==> config.mk <==
export PLATFORM = sky130hd
export DESIGN_NAME = addsub_unit
export DESIGN_NICKNAME = d
export VERILOG_FILES = /design/src/source/addsub_op_pkg.sv /design/src/source/adder_types_pkg.sv /design/src/source/addsub_unit.sv /design/src/source/prefix_adder.sv /design/src/source/ladner_fischer_tree.sv
export VERILOG_INCLUDE_DIRS = /design/src /design/src/source
export SDC_FILE = /design/constraint.sdc
export NUM_CORES = 1
export LEC_CHECK = 0
export ABC_AREA = 1
export BUFFER_PORTS_ARGS = -buffer_cell sky130_fd_sc_hd__buf_2
export CORE_MARGIN = 2
export CORE_UTILIZATION = 40
export CTS_CLUSTER_SIZE = 30
export DETAILED_ROUTE_END_ITERATION = 6
export PLACE_DENSITY = 0.64
export SYNTH_ARGS = -nofsm -noshare
export SYNTH_HDL_FRONTEND = slang
export SYNTH_HIERARCHICAL = 1
export SYNTH_SLANG_ARGS = --single-unit
==> constraint.sdc <==
create_clock -name clk -period 2.3 [get_ports clk]
set_input_delay 0.46 -clock clk [delete_from_list [all_inputs] [get_ports clk]]
set_output_delay 0.46 -clock clk [all_outputs]
set_load 0.01 [all_outputs]
==> src/source/adder_macros.svh <==
// Width and latency macros that the adder RTL and its testbench include
`ifndef ADDER_MACROS_SVH
`define ADDER_MACROS_SVH

`default_nettype none

// Operand and sum width in bits
`define ADDER_WIDTH 30

// Clock edges from an accepted input strobe to the matching output strobe
`define ADDSUB_LATENCY 2

`default_nettype wire

`endif
==> src/source/addsub_op_pkg.sv <==
// Operation code type and its encodings for the add/subtract unit
`default_nettype none

package addsub_op_pkg;

	localparam int OP_WIDTH = 2;

	typedef logic [OP_WIDTH-1:0] op_t;

	// Plain add, carry-in forced low
	localparam op_t OP_ADD = 2'b00;

	// Subtract as a + ~b + 1
	localparam op_t OP_SUB = 2'b01;

	// Add with the external carry-in
	localparam op_t OP_ADC = 2'b10;

	// Subtract with borrow, a + ~b + cin
	// A high cin means no borrow pending
	localparam op_t OP_SBB = 2'b11;

endpackage

`default_nettype wire

==> src/source/adder_types_pkg.sv <==
// Vector types for operands, sums and prefix-tree signals, imported by the adder RTL
`include "adder_macros.svh"

`default_nettype none

package adder_types_pkg;

	// Operand and sum word
	typedef logic [`ADDER_WIDTH-1:0] word_t;

	// Propagate/generate vector
	// Bit 0 is the carry-in slot, bits above it follow the operand bits
	typedef logic [`ADDER_WIDTH:0] gp_t;

	// Carries out of the prefix tree
	// Bit i is the carry into operand bit i
	typedef logic [`ADDER_WIDTH-1:0] carry_t;

endpackage

`default_nettype wire

==> src/source/addsub_unit.sv <==
// Two-stage pipelined 30-bit add/subtract unit with flags, the top of the adder design
`timescale 1ns/1ns
`include "adder_macros.svh"

`default_nettype none

module addsub_unit (
	input  logic                   clk,
	input  logic                   rst,
	input  logic                   in_valid,
	input  addsub_op_pkg::op_t     op,
	input  adder_types_pkg::word_t a,
	input  adder_types_pkg::word_t b,
	input  logic                   cin,
	output logic                   out_valid,
	output adder_types_pkg::word_t sum,
	output logic                   carry,
	output logic                   overflow,
	output logic                   zero
);

	import adder_types_pkg::*;
	import addsub_op_pkg::*;

	// Sign bit position
	localparam int MSB = `ADDER_WIDTH - 1;

	// Conditioned operands ahead of stage 1
	logic  invert_b;
	logic  cin_cond;
	word_t b_cond;

	// Stage 1 state
	logic  s1_valid;
	word_t s1_a;
	word_t s1_b;
	logic  s1_cin;

	// Adder result and flags ahead of stage 2
	word_t add_sum;
	logic  add_cout;
	logic  ovf_next;
	logic  zero_next;

	// Operand conditioning by operation
	always_comb begin
		invert_b = 1'b0;
		cin_cond = 1'b0;
		unique case (op)
			OP_ADD: begin
				invert_b = 1'b0;
				cin_cond = 1'b0;
			end
			OP_SUB: begin
				// Two's complement negate of b
				invert_b = 1'b1;
				cin_cond = 1'b1;
			end
			OP_ADC: begin
				invert_b = 1'b0;
				cin_cond = cin;
			end
			OP_SBB: begin
				// cin high means no borrow
				invert_b = 1'b1;
				cin_cond = cin;
			end
		endcase
	end

	assign b_cond = invert_b ? ~b : b;

	// Stage 1 valid
	always_ff @(posedge clk) begin
		if (rst) begin
			s1_valid <= 1'b0;
		end else begin
			s1_valid <= in_valid;
		end
	end

	// Stage 1 data, loaded only with a strobe
	always_ff @(posedge clk) begin
		if (in_valid) begin
			s1_a   <= a;
			s1_b   <= b_cond;
			s1_cin <= cin_cond;
		end
	end

	prefix_adder adder0 (
		.a(s1_a),
		.b(s1_b),
		.cin(s1_cin),
		.sum(add_sum),
		.cout(add_cout)
	);

	// Signed overflow
	// Like-signed effective operands with a sum of the other sign
	assign ovf_next = (s1_a[MSB] == s1_b[MSB]) && (add_sum[MSB] != s1_a[MSB]);

	assign zero_next = (add_sum == '0);

	// Stage 2 valid
	// out_valid trails in_valid by ADDSUB_LATENCY edges
	always_ff @(posedge clk) begin
		if (rst) begin
			out_valid <= 1'b0;
		end else begin
			out_valid <= s1_valid;
		end
	end

	// Stage 2 result, held between items
	always_ff @(posedge clk) begin
		if (s1_valid) begin
			sum      <= add_sum;
			carry    <= add_cout;
			overflow <= ovf_next;
			zero     <= zero_next;
		end
	end

endmodule

`default_nettype wire

==> src/source/prefix_adder.sv <==
// Combinational prefix adder around the Ladner-Fischer tree, used by the add/subtract unit
`timescale 1ns/1ns
`include "adder_macros.svh"

`default_nettype none

module prefix_adder (
	input  adder_types_pkg::word_t a,
	input  adder_types_pkg::word_t b,
	input  logic                   cin,
	output adder_types_pkg::word_t sum,
	output logic                   cout
);

	import adder_types_pkg::*;

	gp_t    prop;
	gp_t    gen;
	carry_t carries;

	// Per-bit propagate and generate
	// The carry-in sits in slot 0 as a generate with no propagate
	assign prop = {a ^ b, 1'b0};
	assign gen  = {a & b, cin};

	// Carry tree sees the carry-in slot and all but the top operand bit
	ladner_fischer_tree #(
		.WIDTH(`ADDER_WIDTH)
	) tree0 (
		.p(prop[`ADDER_WIDTH-1:0]),
		.g(gen[`ADDER_WIDTH-1:0]),
		.c(carries)
	);

	// Sum bit i is the half-sum of bit i with the carry into it
	assign sum = prop[`ADDER_WIDTH:1] ^ carries;

	// Top bit merged with the carry into it
	assign cout = gen[`ADDER_WIDTH] | (prop[`ADDER_WIDTH] & carries[`ADDER_WIDTH-1]);

endmodule

`default_nettype wire

==> src/source/ladner_fischer_tree.sv <==
// Ladner-Fischer parallel-prefix carry tree, instantiated by the prefix adder
`timescale 1ns/1ns
`include "adder_macros.svh"

`default_nettype none

module ladner_fischer_tree #(
	parameter int WIDTH = `ADDER_WIDTH
) (
	input  logic [WIDTH-1:0] p,
	input  logic [WIDTH-1:0] g,
	output logic [WIDTH-1:0] c
);

	// Odd positions are resolved in log2 stages, the even ones in one extra row
	localparam int STAGES = $clog2(WIDTH);

	// Group generate/propagate after each stage
	// Row 0 holds the raw per-bit inputs
	logic [STAGES:0][WIDTH-1:0] grp_g;
	logic [STAGES:0][WIDTH-1:0] grp_p;

	assign grp_g[0] = g;
	assign grp_p[0] = p;

	genvar k;
	genvar i;

	generate
		for (k = 1; k <= STAGES; k++) begin : g_stage
			for (i = 0; i < WIDTH; i++) begin : g_bit
				// Span already covered by each side of the merge
				localparam int SPAN = 2 ** (k - 1);

				// Odd positions whose bit k-1 is set take part in this stage
				if ((i % 2 == 1) && ((i / SPAN) % 2 == 1)) begin : g_cell
					// Top of the neighbouring group, just below this block
					localparam int LOW = ((i / SPAN) * SPAN) - 1;

					if (i < 2 * SPAN) begin : g_grey
						// Span now reaches bit 0, so only the generate matters
						assign grp_g[k][i] = grp_g[k-1][i] |
							(grp_p[k-1][i] & grp_g[k-1][LOW]);
						// Group propagate is never read again here
						assign grp_p[k][i] = 1'b0;
					end else begin : g_black
						// Interior group, keep the propagate for later stages
						assign grp_g[k][i] = grp_g[k-1][i] |
							(grp_p[k-1][i] & grp_g[k-1][LOW]);
						assign grp_p[k][i] = grp_p[k-1][i] & grp_p[k-1][LOW];
					end
				end else begin : g_pass
					assign grp_g[k][i] = grp_g[k-1][i];
					assign grp_p[k][i] = grp_p[k-1][i];
				end
			end
		end
	endgenerate

	// Final grey row
	// Odd positions are finished, each even one merges with the odd one below it
	generate
		for (i = 0; i < WIDTH; i++) begin : g_out
			if (i == 0) begin : g_cin
				// Carry-in slot passes straight through
				assign c[i] = grp_g[STAGES][i];
			end else if (i % 2 == 0) begin : g_even
				assign c[i] = grp_g[STAGES][i] | (grp_p[STAGES][i] & c[i-1]);
			end else begin : g_odd
				assign c[i] = grp_g[STAGES][i];
			end
		end
	endgenerate

endmodule

`default_nettype wire

**Word-level counts from Yosys, hierarchy flattened**

Cells that the tools add are included.

- Register bits after elaboration: 96
- Input bits: 66
- Output and inout bits: 34
- Logic and storage cells: 171

- Equal/unequal tests: 5
- Multiplexer cells: 3
- Bitwise logic cells: 148
- Reduce and logical (&&, ||, !) cells: 6

Operators by type and width:

| cell | count |
|---|---|
| AND 1 bit | 86 |
| bitwise XOR 30 bit | 2 |
| OR 1 bit | 58 |
| AND 30 bit | 1 |
| logical NOT 30 bit | 1 |
| two-way mux 30 bit | 1 |
| NOT 30 bit | 1 |
| OR reduction 2 bit | 3 |
| == test 2 bit, second input constant | 2 |
| case mux 1 bit (3 select lines) | 1 |
| == test 2 x 1 -> 1 bit, second input constant | 1 |
| logical NOT 2 bit | 1 |
| case mux 1 bit (2 select lines) | 1 |
| == test 1 bit | 1 |
| logical AND 1 bit | 1 |
| inequality test 1 bit | 1 |

**Logic depth before layout (Yosys ltp)**

- Word-level depth: 16
- Depth in mapped cells: 21
- Gate-level depth less buffers: 21

**Hierarchy**

The synthesis kept the hierarchy.

By module, submodules not included:

| module | instances | cells each | area an instance (sq um) | seq. area each (sq um) |
|---|---|---|---|---|
| addsub_unit | 1 | 169 | 3357.0 | 2862.7 |
| prefix_adder | 1 | 176 | 930.9 | 0.0 |
| ladner_fischer_tree | 1 | 142 | 718.2 | 0.0 |

**Worst setup path before layout**

OpenSTA, ideal clock, no wires.

- Kind: reg-to-reg
- Start point: register s1_a[8]
- End point: register zero, data pin
- Setup time: 0.251 ns
- Data arrival time: 2.185 ns
- Required time: 2.049 ns
- Path slack: -0.135 ns
- Cell stages (with the launch flop): 18
- Buffers on the path: 0
- Clock period less this slack: 2.435 ns
- Cell sequence: edfxtp_1 ha_1 nand2_1 nand2_1 nand2_1 nand2_1 a21oi_4 nand2_8 nand2_4 nand2_2 nand2_1 nand2_1 fa_1 nor2_1 nand2_1 nor2_1 nand2_1 nor2_1

- Longest elaborated chain between the ends: 14
- Elaborated cells on any way between the ends: 58
- Classes of those cells: bitwise (57); reduce/logical (1)

RTL lines:

| item | line | source |
|---|---|---|
| start: declaration | addsub_unit.sv:35 | `word_t s1_a;` |
| start signal: assignment | addsub_unit.sv:85 | `s1_a <= a;` |
| bitwise XOR 30 bit (*) | prefix_adder.sv:23 | `assign prop = {a ^ b, 1'b0};` |
| net adder0.prop[9] | prefix_adder.sv:17 | `gp_t prop;` |
| AND 1 bit | ladner_fischer_tree.sv:49 | `(grp_p[k-1][i] & grp_g[k-1][LOW]);` |
| OR 1 bit | ladner_fischer_tree.sv:48 | `assign grp_g[k][i] = grp_g[k-1][i] \|` |
| AND 1 bit | ladner_fischer_tree.sv:49 |  |
| OR 1 bit | ladner_fischer_tree.sv:48 |  |
| AND 1 bit | ladner_fischer_tree.sv:49 |  |
| OR 1 bit | ladner_fischer_tree.sv:48 |  |
| (+1 left out) | - |  |
| net adder0.carries[15] | prefix_adder.sv:19 | `carry_t carries;` |
| AND 1 bit (*) | ladner_fischer_tree.sv:43 | `(grp_p[k-1][i] & grp_g[k-1][LOW]);` |
| OR 1 bit (*) | ladner_fischer_tree.sv:42 | `assign grp_g[k][i] = grp_g[k-1][i] \|` |
| net adder0.carries[23] | prefix_adder.sv:19 |  |
| AND 1 bit | ladner_fischer_tree.sv:68 | `assign c[i] = grp_g[STAGES][i] \| (grp_p[STAGES][i] & c[i-1]);` |
| OR 1 bit | ladner_fischer_tree.sv:68 |  |
| bitwise XOR 30 bit (*) | prefix_adder.sv:36 | `` assign sum = prop[`ADDER_WIDTH:1] ^ carries; `` |
| logical NOT 30 bit (*) | addsub_unit.sv:103 | `assign zero_next = (add_sum == '0);` |
| net zero_next | addsub_unit.sv:43 | `logic zero_next;` |
| end signal: assignment | addsub_unit.sv:121 | `zero <= zero_next;` |
| end: declaration | addsub_unit.sv:19 | `output logic zero` |

Mark *: on every way through the listed nets, which the timed path passes. The rest lies on a longest branch.
A chain may end at the register's enable or synchronous reset.

**Worst setup path after layout**

- Start point: register s1_b[8]
- End point: register zero, data pin

- Longest elaborated chain between the ends: 14
- Elaborated cells on any way between the ends: 58
- Classes of those cells: bitwise (57); reduce/logical (1)

RTL lines:

| item | line | source |
|---|---|---|
| start: declaration | addsub_unit.sv:36 | `word_t s1_b;` |
| start signal: assignment | addsub_unit.sv:86 | `s1_b <= b_cond;` |
| bitwise XOR 30 bit (*) | prefix_adder.sv:23 |  |
| net adder0.prop[9] | prefix_adder.sv:17 |  |
| AND 1 bit | ladner_fischer_tree.sv:49 |  |
| OR 1 bit | ladner_fischer_tree.sv:48 |  |
| AND 1 bit | ladner_fischer_tree.sv:49 |  |
| OR 1 bit | ladner_fischer_tree.sv:48 |  |
| AND 1 bit | ladner_fischer_tree.sv:49 |  |
| OR 1 bit | ladner_fischer_tree.sv:48 |  |
| (+1 left out) | - |  |
| net adder0.carries[15] | prefix_adder.sv:19 |  |
| AND 1 bit (*) | ladner_fischer_tree.sv:43 |  |
| OR 1 bit (*) | ladner_fischer_tree.sv:42 |  |
| net adder0.carries[23] | prefix_adder.sv:19 |  |
| AND 1 bit | ladner_fischer_tree.sv:68 |  |
| OR 1 bit | ladner_fischer_tree.sv:68 |  |
| bitwise XOR 30 bit (*) | prefix_adder.sv:36 |  |
| logical NOT 30 bit (*) | addsub_unit.sv:103 |  |
| net zero_next | addsub_unit.sv:43 |  |

Marked as above.

==> results_dict.tcl <==
set metrics [dict create \
    hpwl_mm 7.08 \
    synth_area_per_cell_sq_um 10.3 \
    postRouteAntennaNets 0 \
    grtUsageTotal 0.150 \
    die_y_um 116 \
    min_from "rst" \
    cts_hold_buf 0 \
    skew_ns 0.00418 \
    met1_length_mm 3.99 \
    finalSetupViolations 2 \
    outcome "finished, violations left" \
    dr_total_vias 3545 \
    path_depth 17 \
    irDropWorstVdd_v 0.000319 \
    io_buffers 99 \
    start_kind "register" \
    tritoncts "built" \
    fin_crit_ns 2.56 \
    violations "negative setup slack" \
    synthCells 486 \
    worstSetupStartpoint "s1_b[8]" \
    io_pins 100 \
    hold_viol_final 0 \
    cpMaxStageDelayCell "fa_1" \
    drc_errors 0 \
    grt_start_max_net_pins 63 \
    cts_made_buffers 9 \
    antenna_cells 0 \
    dr_wl_met3_um 307 \
    holdWs_ns 0.288 \
    crit_type "reg2reg" \
    worst_pin_slew_ns 0.445 \
    die_area_sq_um 13400 \
    routed_wl_mm 9.74 \
    fin_crit_sh 1.11 \
    initial_core_util 0.413 \
    syn_to_final_growth_pct 32.4 \
    ctsHtreeMaxLevel 3 \
    drive_above_1_share 0.352 \
    fin_area_sq_um 6620 \
    wl_per_cell_um 11.8 \
    r2r-start "s1_b[8]" \
    dp_slack_ns -0.227 \
    crit_fanout 5 \
    clock-sinks 96 \
    antenna_found_initial 0 \
    max-clock-path-buffers 2 \
    cap_viol_max_count 0 \
    reg2regPathDepth 17 \
    slew_viol_final 0 \
    grt_setup_unrepaired "true" \
    dp_cells 804 \
    maxUsedRoutingLayer "met4" \
    grt-ovfl-total 0 \
    nets 750 \
    ys_warn_count 6 \
    dr.pass1.iters 6 \
    finalNonFillerCells 827 \
    rows 40 \
    cts.clk_slew.worst_paths_ns 0.06 \
    max_freq_ghz 0.391 \
    p_leak_nw 3.23 \
    crit_path_end_kind "register" \
    n_fill_cell 1084 \
    drtIter0Drc 132 \
    critPathMostFrequentCell "nand2_2" \
    worstPathRequired_ns 2.40 \
    min_path_cells 2 \
    crit_family "simple AND/OR/NAND/NOR gates" \
    power_density_nw_per_um2 799 \
    hold_path_class "in2reg" \
    placed_cell_area_sq_um 6100 \
    core_sq_um 12100 \
    die_x_um 116 \
    path_buf_inv 0 \
    vias_per_cell 4.29 \
    gp_congestion 0.772 \
    path_cells "ha_4, nand2_2, nand2_1, nand2_2, nand2_4, a21oi_4, nand2_8, nand2_4, nand2_4, nand2_2, nand2_2, fa_1, nor2_1, nand2_1, nor2_1, nand2_1, nor2_1" \
    first_global_vias 3482 \
    critical_path_arrival_ns 2.66 \
    grt_pass1_wl_mm 15.3 \
    wl_met2_mm 5.15 \
    clock_latency_ns 0.34 \
    root_buffer "clkbuf_16" \
    worst_slack_ns -0.258 \
    syn_nets 582 \
    maxSlewHeadroom 0.704 \
    netlist_area_sq_um 5000 \
    critPathMaxStageDelay_ns 0.55 \
]
timing repair:
| item | 4_1_cts | 5_1_grt |
|---|---|---|
| endpoints found under the setup margin | 2 | 6 |
| pin swaps | 5 | 23 |
| gates cloned | 0 | 0 |
| resized for setup | 13 | 16 |
| setup buffers | 4 | 3 |
final timing paths:
| path | end | slack [ns] |
|---|---|---|
| worst max register to register | zero | -0.26 |
| worst max-delay path | zero | -0.26 |
| worst min register to register | overflow | 0.64 |
| worst min-delay path | out_valid | 0.29 |
placed cells by master, fill, tap and decap left out, types with 2 or more instances in the layout:
master,instances
a21o_1,4
a21o_2,4
a21oi_1,9
a21oi_2,2
a21oi_4,3
buf_12,2
buf_2,99
buf_4,60
bufinv_16,2
clkbuf_1,3
clkbuf_16,9
clkinv_2,2
dfxtp_1,2
edfxtp_1,94
ha_1,20
ha_4,9
inv_1,86
inv_2,2
nand2_1,138
nand2_2,25
nand2_4,5
nand3_1,6
nor2_1,30
nor2_2,2
xor2_1,30
area by class of cell:
class | count | area (sq um) | area share
sequential | 96 | 2860 | 0.432
multi-input combinational | 296 | 1910 | 0.289
timing repair buffer | 162 | 997 | 0.151
inverter | 89 | 335 | 0.0506
clock buffer | 12 | 236 | 0.0357
tap | 168 | 210 | 0.0317
clock inverter | 4 | 68.8 | 0.0104
state kept, by name (all words and copies together), names as in the netlist:
register   cells
s1_a          30
s1_b          30
sum           30
carry          1
out_valid      1
overflow       1
s1_cin         1
s1_valid       1
zero           1
layer usage:
metal / vias to the layer above / global-route usage
met1: 1592 / 0.166
met5: - / 0
met2: 63 / 0.276
met3: 17 / 0.0214
met4: 0 / 0.0825
li1: 1873 / -
power breakdown:
part           total [mW]  switching, mW  internal (mW)
clock                1.55          0.603          0.948
sequential           2.24         0.0723           2.17
combinational        1.50          0.789          0.711
stage by stage:
stage | util | TNS [ns] | power [mW]
after floorplan | - | -0.240 | 3.08
after global placement | 0.503 | -0.332 | 3.61
after detailed placement | 0.503 | -0.447 | 3.66
after CTS | 0.538 | -0.361 | 5.28
after global routing | 0.547 | -1.03 | 5.61
final | 0.547 | -0.516 | 5.29
Power figures use the tool's default switching activity.
